===== config.mk =====
export PLATFORM = sky130hd
export DESIGN_NAME = window_settings_flat
export DESIGN_NICKNAME = d
export VERILOG_FILES = /design/src/window_data_pkg.sv /design/src/window_cfg_pkg.sv /design/src/axis_if.sv /design/src/window_settings.sv /design/src/flat_wrapper.sv
export VERILOG_INCLUDE_DIRS = /design/src
export SDC_FILE = /design/constraint.sdc
export NUM_CORES = 1
export LEC_CHECK = 0
export ABC_CLOCK_PERIOD_IN_PS = 1900
export BUFFER_PORTS_ARGS = -buffer_cell sky130_fd_sc_hd__buf_2
export CELL_PAD_IN_SITES_DETAIL_PLACEMENT = 0
export CELL_PAD_IN_SITES_GLOBAL_PLACEMENT = 1
export CORE_AREA = 2 2 114 88
export DETAILED_ROUTE_END_ITERATION = 10
export DIE_AREA = 0 0 116 90
export PLACE_DENSITY_LB_ADDON = 0.08
export SKIP_LAST_GASP = 1
export SYNTH_ARGS = -nofsm -noshare
export SYNTH_HDL_FRONTEND = slang
export SYNTH_SLANG_ARGS = --single-unit

===== constraint.sdc =====
create_clock -name i_ce_clk -period 1.9 [get_ports i_ce_clk]
set_input_delay 0.285 -clock i_ce_clk [delete_from_list [all_inputs] [get_ports i_ce_clk]]
set_output_delay 0.285 -clock i_ce_clk [all_outputs]
set_load 0.05 [all_outputs]

===== src/window_defs.svh =====
// Window block constants
// Settings register map, coefficient table depth and coefficient width

`ifndef WINDOW_DEFS_SVH
`define WINDOW_DEFS_SVH

////////////////////////////////////////////////////////////////////////////
// Settings bus register map
////////////////////////////////////////////////////////////////////////////

// One coefficient per write, load pointer advances
`define WIN_SR_COEFF_BASE 8'd129
// Final coefficient, closes the load
`define WIN_SR_COEFF_LAST 8'd130
`define WIN_SR_WINDOW_SIZE 8'd131

////////////////////////////////////////////////////////////////////////////
// Table geometry
////////////////////////////////////////////////////////////////////////////

`define WIN_MAX_LOG2_SIZE 12
`define WIN_MAX_SIZE 4096
// Q1.15 coefficients
`define WIN_COEFF_WIDTH 16

// Filler for unmapped readback addresses
`define WIN_RB_BAD 64'h0BAD_C0DE_0BAD_C0DE

`endif

===== src/window_data_pkg.sv =====
// Window datapath package
// Sample, coefficient, table index and window length types

`default_nettype none

`include "window_defs.svh"

package window_data_pkg;

  localparam int COMP_W = 16;

  // One I or Q component
  typedef logic signed [COMP_W-1:0] comp_t;

  // I in the upper half, Q in the lower half
  typedef struct packed {
    comp_t i;
    comp_t q;
  } sample_t;

  // Q1.15 window coefficient
  typedef logic signed [`WIN_COEFF_WIDTH-1:0] coeff_t;

  typedef logic [`WIN_MAX_LOG2_SIZE-1:0] win_idx_t;

  // One extra bit so the full table length fits
  typedef logic [`WIN_MAX_LOG2_SIZE:0] win_len_t;

endpackage

`default_nettype wire


===== src/window_cfg_pkg.sv =====
// Window settings package
// Types for the settings bus and the readback port

`default_nettype none

package window_cfg_pkg;

  // Settings bus fields
  typedef logic [7:0]  set_addr_t;
  typedef logic [31:0] set_data_t;

  // Readback port fields
  typedef logic [7:0]  rb_addr_t;
  typedef logic [63:0] rb_data_t;

  // Readback selector
  typedef enum logic [7:0] {
    RB_MAX_SIZE    = 8'd0,
    RB_WINDOW_SIZE = 8'd1
  } rb_sel_e;

endpackage

`default_nettype wire


===== src/axis_if.sv =====
// Stream interface
// Valid/ready/last handshake with a payload type chosen per instance

`default_nettype none

interface axis_if #(
  parameter type T = logic [31:0]
) ();

  T     tdata;
  logic tlast;
  logic tvalid;
  logic tready;

  // Beat moves on an edge with tvalid and tready both high
  modport mst (
    output tdata,
    output tlast,
    output tvalid,
    input  tready
  );

  modport slv (
    input  tdata,
    input  tlast,
    input  tvalid,
    output tready
  );

endinterface

`default_nettype wire


===== src/window_settings.sv =====
// Window settings decoder
// Turns settings writes into the window length and the coefficient stream,
// and serves the readback registers

`default_nettype none

`include "window_defs.svh"

module window_settings
  import window_cfg_pkg::*;
  import window_data_pkg::*;
(
  input  logic      i_ce_clk,
  input  logic      i_reset,
  input  logic      i_set_stb,
  input  set_addr_t i_set_addr,
  input  set_data_t i_set_data,
  input  rb_addr_t  i_rb_addr,
  output rb_data_t  o_rb_data,
  output win_len_t  o_win_len,
  axis_if.mst       coeff_s
);

  logic     coeff_wr;
  logic     coeff_last_wr;
  logic     len_wr;
  logic     load_end;
  win_idx_t load_ptr;
  win_len_t win_len;

  // Address decode
  assign coeff_last_wr = i_set_stb && (i_set_addr == `WIN_SR_COEFF_LAST);
  assign coeff_wr      = (i_set_stb && (i_set_addr == `WIN_SR_COEFF_BASE)) || coeff_last_wr;
  assign len_wr        = i_set_stb && (i_set_addr == `WIN_SR_WINDOW_SIZE);

  // Load closes on the last address or when the table is full
  assign load_end = coeff_last_wr || (load_ptr == win_idx_t'(`WIN_MAX_SIZE - 1));

  ////////////////////////////////////////////////////////////////////////////
  // Window length, 0 and oversize values become the full table
  ////////////////////////////////////////////////////////////////////////////

  always_ff @(posedge i_ce_clk) begin
    if (i_reset) begin
      win_len <= win_len_t'(`WIN_MAX_SIZE);
    end else if (len_wr) begin
      if ((i_set_data == '0) || (i_set_data > set_data_t'(`WIN_MAX_SIZE))) begin
        win_len <= win_len_t'(`WIN_MAX_SIZE);
      end else begin
        win_len <= i_set_data[$bits(win_len_t)-1:0];
      end
    end
  end

  assign o_win_len = win_len;

  ////////////////////////////////////////////////////////////////////////////
  // Coefficient stream
  ////////////////////////////////////////////////////////////////////////////

  always_ff @(posedge i_ce_clk) begin
    if (i_reset) begin
      load_ptr       <= '0;
      coeff_s.tvalid <= 1'b0;
    end else if (coeff_wr) begin
      load_ptr       <= load_end ? '0 : load_ptr + 1'b1;
      coeff_s.tvalid <= 1'b1;
    end else if (coeff_s.tready) begin
      coeff_s.tvalid <= 1'b0;
    end
  end

  // Beat payload
  always_ff @(posedge i_ce_clk) begin
    if (coeff_wr) begin
      coeff_s.tdata <= coeff_t'(i_set_data[`WIN_COEFF_WIDTH-1:0]);
      coeff_s.tlast <= load_end;
    end
  end

  // Readback mux
  always_comb begin
    case (rb_sel_e'(i_rb_addr))
      RB_MAX_SIZE:    o_rb_data = rb_data_t'(`WIN_MAX_SIZE);
      RB_WINDOW_SIZE: o_rb_data = rb_data_t'(win_len);
      default:        o_rb_data = `WIN_RB_BAD;
    endcase
  end

endmodule

`default_nettype wire


===== src/flat_wrapper.sv =====
// flat-port wrapper written by rule: the top's interface ports become plain ports
module window_settings_flat import window_cfg_pkg::*; import window_data_pkg::*;
  (i_ce_clk, i_reset, i_set_stb, i_set_addr, i_set_data, i_rb_addr, o_rb_data, o_win_len, coeff_s_tdata, coeff_s_tlast, coeff_s_tvalid, coeff_s_tready);
  axis_if coeff_s_i ();
  input  logic i_ce_clk;
  input  logic i_reset;
  input  logic i_set_stb;
  input  set_addr_t i_set_addr;
  input  set_data_t i_set_data;
  input  rb_addr_t i_rb_addr;
  output rb_data_t o_rb_data;
  output win_len_t o_win_len;
  output wire logic [$bits(coeff_s_i.tdata)-1:0] coeff_s_tdata;
  output wire logic [$bits(coeff_s_i.tlast)-1:0] coeff_s_tlast;
  output wire logic [$bits(coeff_s_i.tvalid)-1:0] coeff_s_tvalid;
  input wire logic [$bits(coeff_s_i.tready)-1:0] coeff_s_tready;
  assign coeff_s_tdata = coeff_s_i.tdata;
  assign coeff_s_tlast = coeff_s_i.tlast;
  assign coeff_s_tvalid = coeff_s_i.tvalid;
  assign coeff_s_i.tready = coeff_s_tready;
  window_settings u_core (.i_ce_clk(i_ce_clk), .i_reset(i_reset), .i_set_stb(i_set_stb), .i_set_addr(i_set_addr), .i_set_data(i_set_data), .i_rb_addr(i_rb_addr), .o_rb_data(o_rb_data), .o_win_len(o_win_len), .coeff_s(coeff_s_i));
endmodule

==> PnR_summary.wiki, run 1 <==
{| class="wikitable"
! Metric !! Value
|-
| Number of buffers on the longest clock path || 2
|-
| TritonCTS clock tree || yes
|-
| Number of global-route vias before repair || 1928
|-
| Final count of hold timing violations || 0
|-
| Placement Cell Area || 0.00305 sq mm
|-
| Portion of total power attributed to sequential cells || 0.462
|-
| Overflow left after global routing || 0
|-
| Drt wl/cell || 13.3 microns
|-
| R2R cell count || 5
|-
| Cell types with the largest area share after synthesis || dfxtp_1, edfxtp_1, buf_4, a31o_2, nor3b_1
|-
| Number of synthesized flops with an enable pin || 17
|-
| Achievable frequency || 568 MHz
|-
| Number of register bits inferred by synthesis || 43
|-
| Clock root buffer || clkbuf_16
|-
| Outcome || finished clean
|-
| Number of buffers inserted during clock tree synthesis || 5
|-
| Internal power of the cells || 0.00151 W
|-
| Class of the tightest hold or removal check || in2reg
|-
| Row count || 31
|-
| Post-CTS resize count || 0
|-
| Share of synthesized flip-flops with an asynchronous set or reset || 0
|-
| Via-to-Cell Ratio || 4.30
|-
| Peak supply drop || 0.324 mV
|-
| Portion of the post-synthesis area used by sequential elements || 0.418
|-
| Weighted congestion reported at the end of routability-driven placement || 0.748
|-
| HPWL Detailed || 5250 microns
|-
| Hold Path End || u_core.coeff_s.tdata[15]$_DFFE_PP_
|-
| Sink Count || 43
|-
| Count of yosys warnings during synthesis || 0
|-
| Final slew viol count || 0
|-
| Post-CTS Hold Buffers || 0
|-
| Number of DRC violations after detailed routing || 0
|-
| Count of inserted antenna diode cells || 0
|-
| Number of buffers inserted by post-CTS setup repair || 0
|-
| Synth-to-layout area growth || 29.7%
|-
| Switching fraction of total power || 0.273
|-
| Critical setup path kind || in2out
|-
| Minimum clock period || 1.76 ns
|-
| Post-route antenna net violation count || 0
|-
| Area of all placed cells without fillers || 0.00320 sq mm
|-
| Share of the synthesized area in the top cell type || 0.211
|-
| Final Routed Wirelength || 6680 microns
|-
| Largest net degree at the start of global routing || 27
|-
| Die outline area || 0.0104 sq mm
|-
| Initial antenna violation count || 0
|-
| Final critical-path share of the clock period || 0.927
|-
| Synthesized cell area || 0.00247 sq mm
|-
| Clock skew after layout || 0.00207 ns
|-
| Setup slack of the worst register-to-register path || 0.25 ns
|-
| Worst setup EP type || output pin
|-
| Post-synth top flop || dfxtp_1
|-
| Setup-failing EPs final || 0
|-
| First drt pass iteration count || 4
|-
| Total power divided by cell area || 649 mW/mm^2
|-
| Clock transition time at the flip-flop clock pins of the worst setup and hold paths || 0.07 ns
|-
| Worst hold start || i_set_data[15]
|-
| Max-cap violation count || 0
|-
| Cell depth of the worst hold path || 1
|-
| Share of layout cells above drive strength 1 || 0.485
|-
| R2R Path Start || u_core.load_ptr[1]$_SDFFE_PP0P_
|-
| Clock Latency Late Sink || 0.28 ns
|-
| Critical path data arrival time || 1.48 ns
|-
| Reg-to-reg endpoint || u_core.load_ptr[8]$_SDFFE_PP0P_
|-
| Post-Route Utilization || 0.341
|-
| Highest-count cells in the layout ignoring fill and taps || buf_2, dfxtp_1, conb_1
|-
| Max-slew headroom || 0.664
|-
| Fill cell instance count of the final layout || 1001
|-
| Number of I/O port buffers || 137
|-
| Combinational cell fraction of total power || 0.124
|-
| Pin slew with the least headroom to its limit || 0.499 ns
|-
| Mean instance size in the synthesized netlist || 9.49 sq um
|-
| Clock power share || 0.414
|-
| Data required, critical path || 1.62 ns
|-
| Core area || 0.00939 sq mm
|-
| Distinct cell type count after synthesis || 38
|-
| Detailed-route via count || 2155
|-
| Depth of the CTS H-tree || 2
|-
| Lkg Pwr || 1.39 nW
|-
| Most common cell after layout, fill and taps aside || buf_2
|-
| Die X || 116 microns
|-
| Worst Setup Start Kind || input pin
|-
| Ports || 163
|-
| Critical path fanouts, max || 13
|-
| Starting DRT DRC Count || 64
|-
| Syn Inst Count || 260
|-
| Initial Utilization || 0.263
|-
| Power Total || 0.00208 W
|-
| Top cell type by total area after synthesis || dfxtp_1
|-
| First-pass GRT wire length || 10200 microns
|-
| Setup repair after global routing missed its margin || false
|-
| Net switching power figure || 0.000567 W
|-
| Overall Global Routing Usage || 0.124
|-
| Die height || 90 microns
|-
| Final net count || 421
|}
-- metrics by stage --
stage / hold WS, ns / cells / setup TNS (ns) / setup WS (ns)
2_1_floorplan: 0.384 / 284 / -2.25 / -0.211
3_3_place_gp: 0.464 / 493 / 0 / 0.129
3_5_place_dp: 0.479 / 493 / 0 / 0.0866
4_1_cts: 0.193 / 501 / 0 / 0.123
5_1_grt: 0.195 / 501 / 0 / 0.0367
6_report: 0.199 / 501 / 0 / 0.139
-- routing by layer --
layer | vias to the layer above | routed length [microns] | GRT usage
met5 | - | 0 | 0
met4 | 0 | 20 | 0.0218
met3 | 2 | 469 | 0.0243
met2 | 103 | 3050 | 0.201
met1 | 987 | 3140 | 0.172
li1 | 1063 | - | -
-- registers in the layout, summed over array words and instances (netlist names) --
| signal | cells |
|---|---|
| u_core.coeff_s.tdata | 16 |
| u_core.coeff_s.tlast | 1 |
| u_core.coeff_s.tvalid | 1 |
| u_core.load_ptr | 12 |
| u_core.o_win_len | 13 |
-- area by class of cell --
type / instances / area (sq um) / area share
Sequential cell: 43 / 1030 / 0.322
Clock buffer: 5 / 125 / 0.0391
Tap cell: 132 / 165 / 0.0516
Multi-Input combinational cell: 161 / 986 / 0.308
Timing Repair Buffer: 152 / 848 / 0.265
Inverter: 5 / 22.5 / 0.00703
Clock inverter: 3 / 23.8 / 0.00742
-- cell families after synthesis --
logic type	share of synthesized area
compound gates	0.119
xor+xnor	0.0137
fa+ha+maj	0.00507
buf+inv	0.224
flops	0.418
other cells	0.00152
simple gates	0.219
-- critical path, stage by stage --
cell	delay [ns]
buf_2	0.10
nor4_1	0.25
and2_1	0.20
buf_12	0.14
clkinvlp_4	0.12
a21oi_4	0.11
buf_2	0.27
-- cells in the mapped netlist (4+ instances only) --
cell type	number
a21oi_1	13
a31o_2	13
and2_1	4
and3_1	9
and4_1	4
buf_2	4
buf_4	66
clkbuf_1	5
dfxtp_1	26
edfxtp_1	17
inv_1	5
nand2_1	22
nand3_1	4
nand4_1	5
nor3b_1	12
nor4_1	9
o21ai_0	5
o31ai_1	5
or4_1	4
-- worst max path at each step --
stage                   from                               to  depth (start not counted)
2_1_floorplan   i_rb_addr[5]                    o_rb_data[12]                          5
3_3_place_gp   i_set_addr[4]  u_core.load_ptr[5]$_SDFFE_PP0P_                          7
3_5_place_dp   i_set_addr[4]  u_core.load_ptr[5]$_SDFFE_PP0P_                          7
4_1_cts         i_rb_addr[5]                    o_rb_data[12]                          7
5_1_grt         i_rb_addr[5]                    o_rb_data[12]                          7
6_report        i_rb_addr[5]                    o_rb_data[12]                          7
-- power groups by stage --
stage | sequential, W | clock (W) | combinational [W]
6_report | 0.000959 | 0.000861 | 0.000258
5_1_grt | 0.000958 | 0.000930 | 0.000275
3_3_place_gp | 0.000980 | 0 | 0.000258
4_1_cts | 0.000959 | 0.000899 | 0.000259
3_5_place_dp | 0.000980 | 0 | 0.000258
2_1_floorplan | 0.000985 | 0 | 0.000206
No activity file was read; power rests on OpenSTA's default activity.
==> run 2, diff against run 1 <==
--- a/config.mk
+++ b/config.mk
@@ -6,13 +6,14 @@
 export SDC_FILE = /design/constraint.sdc
 export NUM_CORES = 1
 export LEC_CHECK = 0
+export ABC_AREA = 1
 export ABC_CLOCK_PERIOD_IN_PS = 1900
 export BUFFER_PORTS_ARGS = -buffer_cell sky130_fd_sc_hd__buf_2
 export CELL_PAD_IN_SITES_DETAIL_PLACEMENT = 0
 export CELL_PAD_IN_SITES_GLOBAL_PLACEMENT = 1
-export CORE_AREA = 2 2 114 88
+export CORE_AREA = 2 2 118 92
 export DETAILED_ROUTE_END_ITERATION = 10
-export DIE_AREA = 0 0 116 90
+export DIE_AREA = 0 0 120 94
 export PLACE_DENSITY_LB_ADDON = 0.08
 export SKIP_LAST_GASP = 1
 export SYNTH_ARGS = -nofsm -noshare
==> PnR_summary.wiki, run 2 <==
{| class="wikitable"
! Metric !! Value
|-
| Outcome || finished clean (unchanged)
|-
| Clock skew after layout || 0.00505 ns (was 0.00207 ns)
|-
| Final count of hold timing violations || 0 (unchanged)
|-
| Drt wl/cell || 11.2 microns (was 13.3 microns)
|-
| Cell types with the largest area share after synthesis || dfxtp_1, buf_4, edfxtp_1, nand2_1, nor2_1 (was dfxtp_1, edfxtp_1, buf_4, a31o_2, nor3b_1)
|-
| Final critical-path share of the clock period || 0.896 (was 0.927)
|-
| Data required, critical path || 1.62 ns (about the same)
|-
| Share of the synthesized area in the top cell type || 0.202 (was 0.211)
|-
| Worst Setup Start Kind || input pin (unchanged)
|-
| Critical setup path kind || in2out (unchanged)
|-
| Flip-flop count of the largest register after layout || 16 (unchanged)
|-
| Number of DRC violations after detailed routing || 0 (unchanged)
|-
| Mean instance size in the synthesized netlist || 7.73 sq um (was 9.49 sq um)
|-
| Worst setup EP type || output pin (unchanged)
|-
| Ports || 163 (unchanged)
|-
| Post-CTS Hold Buffers || 0 (unchanged)
|-
| Final Routed Wirelength || 6370 microns (was 6680 microns)
|-
| Clock transition time at the flip-flop clock pins of the worst setup and hold paths || 0.06 ns (was 0.07 ns)
|-
| Number of buffers on the longest clock path || 2 (unchanged)
|-
| Worst slack on hold paths || 0.193 ns (was 0.199 ns)
|-
| Final net count || 485 (was 421)
|-
| Setup repair after global routing missed its margin || false (unchanged)
|-
| Number of buffers inserted during clock tree synthesis || 5 (unchanged)
|-
| Minimum clock period || 1.70 ns (was 1.76 ns)
|-
| Area of all placed cells without fillers || 0.00320 sq mm (unchanged)
|-
| Overall Global Routing Usage || 0.111 (was 0.124)
|-
| Share of layout cells above drive strength 1 || 0.383 (was 0.485)
|-
| Post-synth top flop || dfxtp_1 (unchanged)
|-
| Via-to-Cell Ratio || 3.91 (was 4.30)
|-
| Most instantiated library cell after synthesis || buf_4 (unchanged)
|-
| Weighted congestion reported at the end of routability-driven placement || 0.720 (was 0.748)
|-
| Number of global-route vias before repair || 1879 (was 1928)
|-
| Total power divided by cell area || 712 mW/mm^2 (was 649 mW/mm^2)
|-
| Placement Cell Area || 0.00301 sq mm (was 0.00305 sq mm)
|-
| Synthesized cell area || 0.00257 sq mm (was 0.00247 sq mm)
|-
| Lkg Pwr || 1.46 nW (was 1.39 nW)
|-
| Share of synthesized flip-flops with an asynchronous set or reset || 0 (unchanged)
|-
| First-pass GRT wire length || 9670 microns (was 10200 microns)
|-
| TritonCTS clock tree || yes (unchanged)
|-
| Count of yosys warnings during synthesis || 0 (unchanged)
|-
| Critical path fanouts, max || 6 (was 13)
|-
| Top cells by instance count after synthesis || buf_4, nand2_1, nor2_1 (was buf_4, dfxtp_1, nand2_1)
|-
| Highest-count cells in the layout ignoring fill and taps || buf_2, nand2_1, nor2_1 (was buf_2, dfxtp_1, conb_1)
|-
| Synth-to-layout area growth || 24.4% (was 29.7%)
|-
| Clock root buffer || clkbuf_16 (unchanged)
|-
| Syn Inst Count || 333 (was 260)
|-
| Clock Latency Late Sink || 0.28 ns (about the same)
|-
| Overflow left after global routing || 0 (unchanged)
|-
| Max-cap violation count || 0 (unchanged)
|-
| Peak supply drop || 0.342 mV (was 0.324 mV)
|-
| Largest net degree at the start of global routing || 25 (was 27)
|-
| Final slew viol count || 0 (unchanged)
|-
| Setup Total Neg Slack || 0 ns (unchanged)
|-
| Number of buffers inserted by post-CTS setup repair || 0 (unchanged)
|-
| Initial Utilization || 0.256 (was 0.263)
|-
| Detailed-route via count || 2222 (was 2155)
|-
| Sink Count || 43 (unchanged)
|-
| Depth of the CTS H-tree || 2 (unchanged)
|-
| Number of synthesized flops with an enable pin || 17 (unchanged)
|-
| Die X || 120 microns (was 116 microns)
|-
| Row count || 32 (was 31)
|-
| Die height || 94 microns (was 90 microns)
|-
| Top cell type by total area after synthesis || dfxtp_1 (unchanged)
|-
| Portion of the post-synthesis area used by sequential elements || 0.401 (was 0.418)
|-
| Initial antenna violation count || 0 (unchanged)
|-
| Die outline area || 0.0113 sq mm (was 0.0104 sq mm)
|-
| Count of inserted antenna diode cells || 0 (unchanged)
|-
| HPWL Detailed || 5050 microns (was 5250 microns)
|-
| Critical path data arrival time || 1.42 ns (was 1.48 ns)
|-
| Distinct cell type count after synthesis || 26 (was 38)
|-
| Number of I/O port buffers || 137 (unchanged)
|-
| Most common cell after layout, fill and taps aside || buf_2 (unchanged)
|-
| First drt pass iteration count || 4 (unchanged)
|-
| Post-CTS resize count || 0 (unchanged)
|-
| Achievable frequency || 587 MHz (was 568 MHz)
|-
| Starting DRT DRC Count || 54 (was 64)
|-
| Register bank with the most flops || u_core.coeff_s.tdata (unchanged)
|-
| Post-route antenna net violation count || 0 (unchanged)
|-
| Setup-failing EPs final || 0 (unchanged)
|-
| Class of the tightest hold or removal check || in2reg (unchanged)
|-
| Number of register bits inferred by synthesis || 43 (unchanged)
|-
| Setup slack of the worst register-to-register path || 0.31 ns (was 0.25 ns)
|-
| Core area || 0.0100 sq mm (was 0.00939 sq mm)
|}
==> run 2: changes by cell type after synthesis, sizes merged, moves of 6 or more <==
cell and change:
nor3b -12, nor4 -9, o31ai -6, and3 -9, nor2 +48, nand3 +18, inv +29, a31o -13
nand2 +36, o21ai +9
==> run 2: cells by family after synthesis <==
| kind of cell | count (synthesis) | share of synthesized area |
|---|---|---|
| XOR/XNOR | 5 | 0.0170 |
| AO/OA/AOI/OAI | 32 | 0.0632 |
| flip-flops | 43 | 0.401 |
| other | 1 | 0.00146 |
| buffers and inverters | 107 | 0.262 |
| adder cells (fa/ha/maj) | 1 | 0.00486 |
| AND/OR/NAND/NOR | 144 | 0.251 |
==> run 2: critical path, stage by stage <==
cell     delay (ns)
buf_2          0.09
nor3_1         0.28
nand3_1        0.31
nor2_1         0.17
buf_2          0.28
==> run 2: layer usage <==
layer,vias up,share of wire,GRT usage
met3,4,0.075,0.0316
met4,0,0.0072,0.0324
met2,91,0.43,0.166
met5,-,0,0
met1,965,0.49,0.155
li1,1162,-,-
==> run 2: final cells by class <==
| type | count | area (sq um) |
|---|---|---|
| clock buffer | 6 | 150 |
| tap | 136 | 170 |
| timing repair buffer | 141 | 716 |
| inverter | 34 | 128 |
| fill | 1099 | 6850 |
| clock inverter | 2 | 37.5 |
| sequential | 43 | 1030 |
| multi-input combinational | 207 | 970 |
==> run 2: per-stage QoR <==
stage	power (W)	instances	util	worst slack, ns
floorplan	0.00121	357	-	0.0553
global placement	0.00124	561	0.300	0.223
detailed placement	0.00124	561	0.300	0.170
CTS	0.00233	569	0.319	0.169
global route	0.00239	569	0.319	0.0849
finish	0.00228	569	0.319	0.197
==> run 2: final timing paths <==
kind / startpoint / to / cells past startpoint
worst max-delay path: i_rb_addr[1] / o_rb_data[9] / 5
worst min-delay path: i_set_data[15] / u_core.coeff_s.tdata[15]$_DFFE_PP_ / 1
worst max register to register: u_core.load_ptr[0]$_SDFFE_PP0P_ / u_core.load_ptr[11]$_SDFFE_PP0P_ / 10
worst min register to register: u_core.load_ptr[2]$_SDFFE_PP0P_ / u_core.load_ptr[2]$_SDFFE_PP0P_ / 2
==> run 2: power by group <==
group | switching [W] | internal [W] | leakage (nW)
clock network | 0.000363 | 0.000700 | 0.0882
logic | 0.000200 | 0.0000566 | 1.01
registers | 0.00000108 | 0.000959 | 0.360
